$ cat src/logic/commu_pkg.sv
// --------------------
// timing constants are in clk_sys cycles and scaled for simulation
// depth and packet size are fixed at elaboration
// --------------------
`default_nettype none

package commu_pkg;

	// --------------------
	// packet geometry
	// --------------------

	// most payload bytes kept from one frame
	localparam int PKT_BYTES = 4;

	// bits needed for a byte count of 0 to PKT_BYTES
	localparam int LEN_W = $clog2(PKT_BYTES + 1);

	// fifo depth in packets
	localparam int PKT_DEPTH = 8;

	// occupancy width, holds 0 to PKT_DEPTH
	localparam int CNT_W = 4;

	// fifo pointer width
	localparam int PTR_W = $clog2(PKT_DEPTH);

	// --------------------
	// host interrupt timing
	// --------------------

	// interrupt held inactive this long after reset release
	localparam int POR_HOLD = 64;

	// cycles of low irq_n without ack before the head is flushed
	localparam int WD_LIMIT = 300;

	// irq_n high time after an ack or a flush
	localparam int DOWN_HOLD = 8;

	// one buffered packet, first link byte in data[7:0]
	typedef struct packed {
		logic [8*PKT_BYTES-1:0] data;
		logic [LEN_W-1:0]       len;
		logic                   oversize;
	} commu_pkt_t;

	// counters seen by the host side
	typedef struct packed {
		logic [CNT_W-1:0] count;
		logic [7:0]       ovf_cnt;
		logic [7:0]       flush_cnt;
	} commu_status_t;

endpackage

`default_nettype wire

$ cat src/logic/commu_frame_assembler.sv
// --------------------
// link_frm and link_byte_valid must be synchronous to clk_sys
// bytes past PKT_BYTES are dropped and flagged as oversize
// --------------------
`timescale 1ns/10ps
`default_nettype none

module commu_frame_assembler (
	input  logic                clk_sys,
	input  logic                rst_n,
	input  logic                link_frm,
	input  logic                link_byte_valid,
	input  logic [7:0]          link_byte,
	output logic                pkt_wr,
	output commu_pkg::commu_pkt_t pkt_in
);

	import commu_pkg::*;

	logic                   frm_q;
	logic                   frm_fall;
	logic                   byte_take;
	logic [LEN_W-1:0]       byte_cnt;
	logic                   ovs_q;
	logic [8*PKT_BYTES-1:0] data_q;

	// --------------------
	// frame edge
	// --------------------

	always_ff @(posedge clk_sys or negedge rst_n) begin
		if (!rst_n) begin
			frm_q <= 1'b0;
		end else begin
			frm_q <= link_frm;
		end
	end

	assign frm_fall  = frm_q & ~link_frm;
	assign byte_take = link_frm & link_byte_valid;

	// --------------------
	// byte collection
	// --------------------

	always_ff @(posedge clk_sys or negedge rst_n) begin
		if (!rst_n) begin
			byte_cnt <= '0;
			ovs_q    <= 1'b0;
			data_q   <= '0;
		end else if (frm_fall) begin
			// frame closed, start clean for the next one
			byte_cnt <= '0;
			ovs_q    <= 1'b0;
			data_q   <= '0;
		end else if (byte_take) begin
			if (byte_cnt < PKT_BYTES) begin
				data_q[8*byte_cnt +: 8] <= link_byte;
				byte_cnt                <= byte_cnt + 1'b1;
			end else begin
				ovs_q <= 1'b1;
			end
		end
	end

	// --------------------
	// packet out
	// --------------------

	// empty frames produce no write
	always_ff @(posedge clk_sys or negedge rst_n) begin
		if (!rst_n) begin
			pkt_wr <= 1'b0;
		end else begin
			pkt_wr <= frm_fall && (byte_cnt != '0);
		end
	end

	always_ff @(posedge clk_sys) begin
		if (frm_fall) begin
			pkt_in <= '{data: data_q, len: byte_cnt, oversize: ovs_q};
		end
	end

endmodule

`default_nettype wire

$ cat src/logic/commu_host_irq.sv
// --------------------
// host_ack is asynchronous, the host lowers it before the next interrupt
// a missed ack costs the head packet after WD_LIMIT cycles
// --------------------
`timescale 1ns/10ps
`default_nettype none

module commu_host_irq (
	input  logic                        clk_sys,
	input  logic                        rst_n,
	input  logic                        host_ack,
	input  logic [commu_pkg::CNT_W-1:0] pkt_count,
	output logic                        pop_ack,
	output logic                        pop_flush,
	output logic                        irq_n,
	output logic                        host_rdy
);

	import commu_pkg::*;

	typedef enum logic [2:0] {
		S_IDLE = 3'h0,
		S_UP   = 3'h2,
		S_DOWN = 3'h3,
		S_RST  = 3'h6,
		S_DONE = 3'h7
	} irq_state_t;

	irq_state_t                          state;
	logic [$clog2(POR_HOLD+1)-1:0]       por_cnt;
	logic [$clog2(WD_LIMIT+1)-1:0]       wd_cnt;
	logic [$clog2(DOWN_HOLD+1)-1:0]      down_cnt;
	logic                                por_done;
	logic                                wd_expire;
	logic                                down_done;
	logic                                ack_s1;
	logic                                ack_s2;
	logic                                ack_s3;
	logic                                ack_rise;
	logic                                irq_q;

	// --------------------
	// power-on hold
	// --------------------

	always_ff @(posedge clk_sys or negedge rst_n) begin
		if (!rst_n) begin
			por_cnt <= '0;
		end else if (!por_done) begin
			por_cnt <= por_cnt + 1'b1;
		end
	end

	assign por_done = (por_cnt == POR_HOLD);

	// --------------------
	// ack synchronizer
	// --------------------

	always_ff @(posedge clk_sys or negedge rst_n) begin
		if (!rst_n) begin
			ack_s1 <= 1'b0;
			ack_s2 <= 1'b0;
			ack_s3 <= 1'b0;
		end else begin
			ack_s1 <= host_ack;
			ack_s2 <= ack_s1;
			ack_s3 <= ack_s2;
		end
	end

	assign ack_rise = ack_s2 & ~ack_s3;

	// --------------------
	// interrupt fsm
	// --------------------

	always_ff @(posedge clk_sys or negedge rst_n) begin
		if (!rst_n) begin
			state <= S_RST;
		end else begin
			unique case (state)
				S_RST:   state <= por_done ? S_IDLE : S_RST;
				S_IDLE:  state <= (pkt_count != '0) ? S_UP : S_IDLE;
				S_UP:    state <= (ack_rise || wd_expire) ? S_DOWN : S_UP;
				S_DOWN:  state <= down_done ? S_DONE : S_DOWN;
				S_DONE:  state <= S_IDLE;
				default: state <= S_IDLE;
			endcase
		end
	end

	// ack wins if both land in the same cycle
	always_ff @(posedge clk_sys or negedge rst_n) begin
		if (!rst_n) begin
			pop_ack   <= 1'b0;
			pop_flush <= 1'b0;
			irq_q     <= 1'b0;
		end else begin
			pop_ack   <= (state == S_UP) && ack_rise;
			pop_flush <= (state == S_UP) && wd_expire && !ack_rise;
			irq_q     <= (state == S_UP);
		end
	end

	// hold time after a pop
	always_ff @(posedge clk_sys or negedge rst_n) begin
		if (!rst_n) begin
			down_cnt <= '0;
		end else if (state == S_DOWN) begin
			down_cnt <= down_cnt + 1'b1;
		end else begin
			down_cnt <= '0;
		end
	end

	assign down_done = (down_cnt == DOWN_HOLD - 1);

	// watchdog runs only while the interrupt is asserted
	always_ff @(posedge clk_sys or negedge rst_n) begin
		if (!rst_n) begin
			wd_cnt <= '0;
		end else if (irq_q) begin
			wd_cnt <= wd_cnt + 1'b1;
		end else begin
			wd_cnt <= '0;
		end
	end

	assign wd_expire = (wd_cnt == WD_LIMIT - 1);

	assign irq_n    = ~irq_q;
	assign host_rdy = irq_q;

	// --------------------
	// checks
	// --------------------

	a_por_quiet: assert property (
		@(posedge clk_sys) disable iff (!rst_n)
		!por_done |-> irq_n
	) else $error("irq_n asserted during power-on hold");

	a_ack_pulse: assert property (
		@(posedge clk_sys) disable iff (!rst_n)
		pop_ack |=> !pop_ack
	) else $error("pop_ack longer than one cycle");

	a_flush_pulse: assert property (
		@(posedge clk_sys) disable iff (!rst_n)
		pop_flush |=> !pop_flush
	) else $error("pop_flush longer than one cycle");

endmodule

`default_nettype wire

$ cat src/logic/commu_pkt_buffer.sv
// --------------------
// a write into a full buffer is dropped and counted, never stalled
// head_pkt is only meaningful while pkt_count is nonzero
// --------------------
`timescale 1ns/10ps
`default_nettype none

module commu_pkt_buffer (
	input  logic                           clk_sys,
	input  logic                           rst_n,
	input  logic                           pkt_wr,
	input  commu_pkg::commu_pkt_t          pkt_in,
	input  logic                           pop_ack,
	input  logic                           pop_flush,
	output logic [commu_pkg::CNT_W-1:0]    pkt_count,
	output commu_pkg::commu_pkt_t          head_pkt,
	output commu_pkg::commu_status_t       status
);

	import commu_pkg::*;

	commu_pkt_t       mem [PKT_DEPTH];
	logic [PTR_W-1:0] wr_ptr;
	logic [PTR_W-1:0] rd_ptr;
	logic [CNT_W-1:0] count_q;
	logic [7:0]       ovf_cnt;
	logic [7:0]       flush_cnt;
	logic             empty;
	logic             full;
	logic             do_wr;
	logic             do_pop;

	assign empty  = (count_q == '0);
	assign full   = (count_q == CNT_W'(PKT_DEPTH));
	assign do_wr  = pkt_wr & ~full;
	assign do_pop = (pop_ack | pop_flush) & ~empty;

	// --------------------
	// storage
	// --------------------

	always_ff @(posedge clk_sys) begin
		if (do_wr) begin
			mem[wr_ptr] <= pkt_in;
		end
	end

	// pointers wrap naturally, depth is a power of two
	always_ff @(posedge clk_sys or negedge rst_n) begin
		if (!rst_n) begin
			wr_ptr  <= '0;
			rd_ptr  <= '0;
			count_q <= '0;
		end else begin
			if (do_wr) begin
				wr_ptr <= wr_ptr + 1'b1;
			end
			if (do_pop) begin
				rd_ptr <= rd_ptr + 1'b1;
			end
			unique case ({do_wr, do_pop})
				2'b10:   count_q <= count_q + 1'b1;
				2'b01:   count_q <= count_q - 1'b1;
				default: count_q <= count_q;
			endcase
		end
	end

	// --------------------
	// drop and flush counters
	// --------------------

	always_ff @(posedge clk_sys or negedge rst_n) begin
		if (!rst_n) begin
			ovf_cnt   <= '0;
			flush_cnt <= '0;
		end else begin
			if (pkt_wr && full && ovf_cnt != 8'hff) begin
				ovf_cnt <= ovf_cnt + 1'b1;
			end
			if (pop_flush && !empty && flush_cnt != 8'hff) begin
				flush_cnt <= flush_cnt + 1'b1;
			end
		end
	end

	assign pkt_count = count_q;
	assign head_pkt  = mem[rd_ptr];
	assign status    = '{count: count_q, ovf_cnt: ovf_cnt, flush_cnt: flush_cnt};

	// --------------------
	// checks
	// --------------------

	// irq controller only pops while it sees packets
	a_no_pop_empty: assert property (
		@(posedge clk_sys) disable iff (!rst_n)
		(pop_ack || pop_flush) |-> !empty
	) else $error("pop on empty buffer");

	a_one_pop_src: assert property (
		@(posedge clk_sys) disable iff (!rst_n)
		!(pop_ack && pop_flush)
	) else $error("ack and flush pop together");

	a_count_range: assert property (
		@(posedge clk_sys) disable iff (!rst_n)
		count_q <= CNT_W'(PKT_DEPTH)
	) else $error("count above depth");

endmodule

`default_nettype wire

$ cat src/logic/commu_top.sv
// --------------------
// link inputs are synchronous to clk_sys, host_ack may be asynchronous
// --------------------
`timescale 1ns/10ps
`default_nettype none

module commu_top (
	input  logic                     clk_sys,
	input  logic                     rst_n,
	input  logic                     link_frm,
	input  logic                     link_byte_valid,
	input  logic [7:0]               link_byte,
	input  logic                     host_ack,
	output logic                     irq_n,
	output logic                     host_rdy,
	output commu_pkg::commu_pkt_t    rd_pkt,
	output commu_pkg::commu_status_t status
);

	import commu_pkg::*;

	logic             pkt_wr;
	commu_pkt_t       pkt_in;
	logic [CNT_W-1:0] pkt_count;
	logic             pop_ack;
	logic             pop_flush;

	// link side
	commu_frame_assembler frame_assembler_i (
		.clk_sys         (clk_sys),
		.rst_n           (rst_n),
		.link_frm        (link_frm),
		.link_byte_valid (link_byte_valid),
		.link_byte       (link_byte),
		.pkt_wr          (pkt_wr),
		.pkt_in          (pkt_in)
	);

	// head packet goes straight out to the host
	commu_pkt_buffer pkt_buffer_i (
		.clk_sys   (clk_sys),
		.rst_n     (rst_n),
		.pkt_wr    (pkt_wr),
		.pkt_in    (pkt_in),
		.pop_ack   (pop_ack),
		.pop_flush (pop_flush),
		.pkt_count (pkt_count),
		.head_pkt  (rd_pkt),
		.status    (status)
	);

	// host side
	commu_host_irq host_irq_i (
		.clk_sys   (clk_sys),
		.rst_n     (rst_n),
		.host_ack  (host_ack),
		.pkt_count (pkt_count),
		.pop_ack   (pop_ack),
		.pop_flush (pop_flush),
		.irq_n     (irq_n),
		.host_rdy  (host_rdy)
	);

endmodule

`default_nettype wire

$ cat config.mk
export PLATFORM = sky130hd
export DESIGN_NAME = commu_top
export DESIGN_NICKNAME = d
export VERILOG_FILES = /design/src/logic/commu_pkg.sv /design/src/logic/commu_frame_assembler.sv /design/src/logic/commu_host_irq.sv /design/src/logic/commu_pkt_buffer.sv /design/src/logic/commu_top.sv
export SDC_FILE = /design/constraint.sdc
export NUM_CORES = 1
export LEC_CHECK = 0
export ABC_AREA = 1
export BUFFER_PORTS_ARGS = -buffer_cell sky130_fd_sc_hd__buf_2
export CAP_MARGIN = 25
export CORE_UTILIZATION = 61
export DETAILED_ROUTE_END_ITERATION = 8
export GPL_TIMING_DRIVEN = 0
export PLACE_DENSITY = 0.79
export SLEW_MARGIN = 40
export SYNTH_ARGS = -nofsm -noshare
export SYNTH_HDL_FRONTEND = slang
export SYNTH_SLANG_ARGS = --single-unit
$ cat constraint.sdc
create_clock -name clk_sys -period 6.4 [get_ports clk_sys]
set_clock_uncertainty 0.05 [all_clocks]
set_input_delay 1.28 -clock clk_sys [delete_from_list [all_inputs] [get_ports clk_sys]]
set_output_delay 1.28 -clock clk_sys [all_outputs]
set_load 0.005 [all_outputs]
==> flow_summary_export.csv, run 1 <==
group,metric,value,unit
critical_path,cp-end-kind,"output port",
sta,hold_viol,0,
power,max-vdd-ir-drop,0.0002602,V
synth,synthArstFlopShare,22.30,%
sta,max_freq,0.2555,GHz
synth,synth_fp_nets,1449,
critical_path,required,5.07,ns
synth,synth_compound_gate_area_share,8.360,%
die,rows,60,
sta,slew_headroom,55.51,%
synth,synth_xor_area_share,1.262,%
synth,synth_top_flop_cell,"edfxtp_1",
die,die_x,167.3,um
route,drtAntennaViolNets,0,
clock_tree,cts_hold_buf,0,
route,route.detailed.drc,0,
place,post_dp_cell_area,17900,um2
synth,synth.most_common_cell,"edfxtp_1",
power,power-per-cell-area,395.5,nW/um2
die,start_util,61.98,%
synth,ys_warn_count,0,
sta,rsz0062_at_grt,"false",
clock_tree,clock_sinks,417,
critical_path,startpoint,"pkt_buffer_i.rd_ptr[1]",
critical_path,crit_type,"reg2out",
synth,synth_fa_ha_area_share,1.277,%
global_routing,grt_max_degree,60,
place,dpl.hpwl,24.81,mm
clock_tree,clk_latency,0.53,ns
critical_path,startpoint_type,"flip-flop",
route,drt_iter0_markers,1255,
clock_tree,cts_tree,"built",
critical_path,crit_arrival,2.58,ns
critical_path,cp_slowest_cell,"clkbuf_1",
synth,synth_mux_area_share,0,%
route,via_count,11290,
global_routing,track_usage,27.88,%
die,die-area,27970,um2
critical_path,r2r_cells,8,
synth,synth_top_area_cell,"edfxtp_1",
critical_path,reg2reg_to,"frame_assembler_i.data_q[31]",
clock_tree,cts_root_buffer,"clkbuf_16",
synth,seq_area_frac_synth,72.39,%
place,portBuffers,70,
global_routing,grt.met1_usage,36.45,%
global_routing,grt_use_met2,47.04,%
synth,syn_inst,1419,
synth,synth_commonest_cells,"324 x edfxtp_1, 272 x nor2_1, 222 x nand2_1",
finish,stdcell_area,19080,um2
global_routing,busiest_layer,"met2",
clock_tree,cts_buffer_depth,3,
global_routing,grt_pass1_vias,11220,
synth,synth.avg_cell_area,11.74,um2
sta,fin_crit_sh,61.15,%
synth,netlist_area,16660,um2
sta,final_max_slew_viol_count,0,
critical_path,regToRegStartpoint,"frame_assembler_i.byte_cnt[0]",
sta,setup_violations,0,
critical_path,regToRegSetupSlack,3.69,ns
finish,stdcell_count,1918,
clock_tree,numCtsBuffers,40,
sta,tightest_slew,0.6674,ns
sta,worst_slack,2.486,ns
finish,fin_util,71.01,%
finish,antenna_cells,0,
sta,finalCriticalPeriod,3.914,ns
critical_path,crit_chain,"buf_2 -> buf_4 -> clkbuf_1 -> o21ai_0 -> o21ai_0 -> nand2_1 -> nand2_1 -> buf_2",
finish,drive_gt1_share,11.79,%
clock_tree,clk_pin_slew,0.06,ns
place,place_inst,1848,
hold_path,worstHoldStart,"host_irq_i.ack_s1",
route,vias_per_cell,5.887,
synth,synth_edf_count,324,
route,first_pass_iters,5,
critical_path,cp_max_fo,10,
finish,area_growth,14.56,%
critical_path,cp-endpoint,"rd_pkt[22]",
hold_path,hold_class,"reg2reg",
synth,yosysTopAreaCellShare,58.40,%
synth,synth_top_family_by_area,"simple AND/OR/NAND/NOR gates",
run,max_cap_viol_count,0,
place,place_ws,3.128,ns
synth,synth_area_leaders,"edfxtp_1 58%, dfrtp_1 14%, o21ai_0 6.5%, nor2_1 6.1%, nand2_1 5.0%",
die,pin_count,71,
route,wirelength,38.09,mm
clock_tree,postCtsSetupBuffers,0,
finish,nets,1579,
synth,yosys.area_share.simple,13.73,%
place,gp_congestion,0.8860,
global_routing,antenna_found_initial,0,
run_status,outcome,"finished, final reports clean",
route,wire_per_inst,19.86,um
die,fp.dieH,167.3,um
critical_path,crit_path_max_incr_delay,0.45,ns
synth,synthDistinctLibCells,32,
sta,tns,0,ns
power,total_leakage_power,0.007324,uW
die,placeableCoreArea,26880,um2
global_routing,overflow,0,
clock_tree,cts_resized,0,
synth,ys_seq_elements,417,
clock_tree,cts-htree-levels,2,
global_routing,grt_pass1_wl,59.47,mm
global_routing,grt_use_met3,4.727,%
## cell families (layout without fill, tap and decap cells)
group	count (synthesis)	in the layout
adders and majority gates	17	17
xor gates and xnor gates	24	24
and+or+nand+nor	571	571
DFF	417	417
buffers and inverters	117	275
AOI/OAI and AO/OA	273	273
## stage by stage
| stage | hold WS (ns) | total power (uW) |
|---|---|---|
| after floorplan | 0.2812 | 4514 |
| after global placement | 0.2842 | 5272 |
| after detailed placement | 0.2905 | 5390 |
| after CTS | 0.3042 | 7551 |
| after global routing | 0.3179 | 7936 |
| final | 0.3022 | 7547 |
## worst min-delay path by stage
stage	cells after the start	to	slack [ns]
finish	0	host_irq_i.ack_s2	0.30
global route	0	host_irq_i.ack_s2	0.32
detailed placement	0	host_irq_i.ack_s2	0.29
global placement	0	host_irq_i.ack_s2	0.28
CTS	0	host_irq_i.ack_s2	0.30
floorplan	0	host_irq_i.ack_s2	0.28
## worst max-delay path: cells and delay by family (launching register included)
| kind | cells | cell delay (ns) |
|---|---|---|
| buffers and inverters | 4 | 1.08 |
| AO/OA/AOI/OAI | 2 | 0.41 |
| flip-flops | 1 | 0.37 |
| AND/OR/NAND/NOR | 2 | 0.18 |
## state kept, by name, summed over array words and instances, names as in the netlist, 4 cells and up
name	count
pkt_buffer_i.mem	288
pkt_buffer_i.flush_cnt	8
host_irq_i.wd_cnt	9
host_irq_i.down_cnt	4
frame_assembler_i.pkt_in	36
frame_assembler_i.data_q	32
pkt_buffer_i.pkt_count	4
host_irq_i.por_cnt	7
pkt_buffer_i.ovf_cnt	8
## area by class of cell
| cell class | instances | area, um2 |
|---|---|---|
| flip-flops and latches | 417 | 12060 |
| plain buffers | 61 | 286.5 |
| clock inverters | 13 | 80.08 |
| multi-input cells | 885 | 4163 |
| well taps | 341 | 426.7 |
| fillers | 1798 | 7792 |
| inverters | 56 | 210.2 |
| repair buffers | 88 | 752.0 |
| clock buffers | 57 | 1106 |
## report_power, final
part	internal (uW)	switching (uW)	total, uW
sequential	3100	124	3220
clock	1240	935	2170
combinational	700	1450	2150
total	5040	2510	7550
## layout by cell type, fill, tap and decap left out, types with 2 or more instances in the layout
cell,count
ha_1,17
nor3_1,4
o21ai_1,30
inv_2,3
edfxtp_1,324
dfstp_2,2
nand4_1,7
nor2_1,264
clkbuf_1,40
xnor2_1,8
buf_4,11
inv_1,53
o21ai_0,216
nand2_1,222
buf_16,10
xor2_1,16
clkbuf_16,41
or2_2,4
buf_1,11
dfrtp_1,91
clkbuf_8,2
buf_8,8
clkinv_2,4
nand2_2,4
nand3_1,50
nor2_4,9
buf_2,82
clkinv_1,8
nor4_1,2
nand3_2,2
a21oi_1,23
## metal layers
metal  share of wire, %  vias up
met2                 50      610
met5              0.024        -
li1                   -     5166
met1                 38     5421
met4                2.8        2
met3                9.9       93
Note: power is estimated with default switching activity, not from simulation.
==> inputs of run 2 (changes only) <==
CORE_UTILIZATION = 55   (was 61)
PLACE_DENSITY = 0.75   (was 0.79)
clock period = 3.55 ns   (was 6.4 ns; I/O delays follow)
==> run 2 against run 1 <==
Worst hold slack lost 0.21 ns. Sequential share of layout area shrank 0.51 points. Combinational power grew 81%. Die area grew 11%. Via count shrank 0.64%. Flip-flop and latch count is the same. Setup slack lost 2.3 ns. Final cell count grew 2.8%. Critical endpoint is now rd_pkt[6]. Largest cell class unchanged. Largest power group unchanged.
==> flow_summary_export.csv, run 2 (synthesized netlist as in run 1, its figures left out) <==
group,metric,value,unit
run_status,outcome,"finished, final reports clean",
route,wire_per_inst,19.37,um
die,start_util,56.06,%
die,die-area,30990,um2
sta,tightest_slew,0.7234,ns
sta,hold_viol,0,
sta,final_max_slew_viol_count,0,
route,wirelength,38.18,mm
global_routing,grt_max_degree,56,
run,max_cap_viol_count,0,
finish,layout_common_cells,"324 x edfxtp_1, 264 x nor2_1, 222 x nand2_1, 216 x o21ai_0, 91 x dfrtp_1",
die,placeableCoreArea,29720,um2
finish,largest_reg_flops,288,
clock_tree,cts_root_buffer,"clkbuf_16",
global_routing,overflow,0,
sta,slew_headroom,51.77,%
power,max-vdd-ir-drop,0.0004167,V
critical_path,regToRegSetupSlack,0.85,ns
power,power-per-cell-area,726.8,nW/um2
global_routing,grt_pass1_wl,59.17,mm
sta,max_freq,0.2957,GHz
sta,finalCriticalPeriod,3.382,ns
route,vias_per_cell,5.693,
power,total_leakage_power,0.007383,uW
clock_tree,cts-htree-levels,2,
route,via_count,11220,
clock_tree,numCtsBuffers,41,
finish,antenna_cells,0,
global_routing,grt_pass1_vias,11050,
die,pin_count,71,
clock_tree,cts_tree,"built",
finish,nets,1580,
clock_tree,clk_latency,0.54,ns
die,rows,63,
critical_path,crit_type,"reg2out",
clock_tree,clk_pin_slew,0.06,ns
route,drt_iter0_markers,1203,
sta,rsz0062_at_grt,"false",
sta,fin_crit_sh,95.27,%
finish,area_growth,15.48,%
power,power.total,13980,uW
place,gp_congestion,0.8857,
clock_tree,clock_sinks,417,
finish,final_common_cell,"edfxtp_1",
global_routing,track_usage,25.15,%
global_routing,antenna_found_initial,0,
critical_path,startpoint_type,"flip-flop",
hold_path,hold_class,"in2async",
critical_path,cp-end-kind,"output port",
clock_tree,cts_hold_buf,0,
finish,drive_gt1_share,12.40,%
finish,stdcell_area,19240,um2
clock_tree,cts_resized,0,
route,drtAntennaViolNets,0,
place,post_dp_cell_area,17910,um2
finish,top_regs,"pkt_buffer_i.mem: 288 flops, frame_assembler_i.pkt_in: 36 flops, frame_assembler_i.data_q: 32 flops",
die,die_x,176.0,um
clock_tree,cts_buffer_depth,3,
sta,setup_violations,0,
route,route.detailed.drc,0,
place,dpl.hpwl,25.09,mm
route,first_pass_iters,7,
die,fp.dieH,176.0,um
critical_path,required,2.79,ns
critical_path,r2r_cells,9,
critical_path,crit_arrival,2.62,ns
clock_tree,postCtsSetupBuffers,0,
place,portBuffers,70,
finish,regMostFlops,"pkt_buffer_i.mem",
sta,timing.hold.ws,0.08894,ns
critical_path,cp_max_fo,10,
run 2: changes by cell type in the layout (fill, tap and decap cells not counted), sizes merged:
cell / before / now
bufinv: 1 / 4
clkbuf: 83 / 82
inv: 56 / 58
run 2: metrics by stage:
step	setup slack, ns	utilization [%]	instances	setup TNS (ns)
floorplan	0.5331	-	1419	0
global placement	-0.8536	58.88	1879	-222.00
detailed placement	0.7354	60.27	1897	0
CTS	0.1656	64.73	1971	0
global route	0.06827	64.73	1971	0
finish	0.1679	64.73	1971	0
run 2: critical path, cell delays in order (launching register included):
cell	delay, ns
dfrtp_1	0.38
buf_2	0.28
buf_4	0.25
clkbuf_1	0.45
o21ai_0	0.18
o21ai_0	0.24
nand2_1	0.08
nand2_1	0.10
buf_2	0.12
run 2: final cells by class:
class | count | area [um2]
flip-flops and latches | 417 | 12060
fillers | 2153 | 10480
multi-input cells | 885 | 4163
clock buffers | 56 | 1135
repair buffers | 88 | 703.2
well taps | 390 | 488.0
plain buffers | 61 | 286.5
inverters | 56 | 210.2
clock inverters | 18 | 192.7
run 2: per-layer routing:
metal	track usage [%]	vias up	wire [um]
met1	32.42	5423	14660
met3	3.984	87	3607
li1	-	5159	-
met4	9.348	0	1025
met5	0	-	0
met2	43.09	551	18890
run 2: worst paths after layout:
kind / end / start
max: rd_pkt[6] / pkt_buffer_i.rd_ptr[1]
min: pkt_buffer_i.flush_cnt[1] / rst_n
max reg2reg: frame_assembler_i.data_q[14] / frame_assembler_i.byte_cnt[0]
min reg2reg: host_irq_i.ack_s2 / host_irq_i.ack_s1
max in group asynchronous: host_irq_i.state[2] / rst_n
min in group clk_sys: host_irq_i.ack_s1 / host_ack
run 2: report_power, final:
group / internal (uW) / switching (uW) / total (uW) / leakage (uW)
registers: 5590 / 226 / 5810 / 0.00416
logic: 1250 / 2640 / 3900 / 0.00257
clock network: 2530 / 1740 / 4270 / 0.000654
total: 9370 / 4610 / 14000 / 0.00738
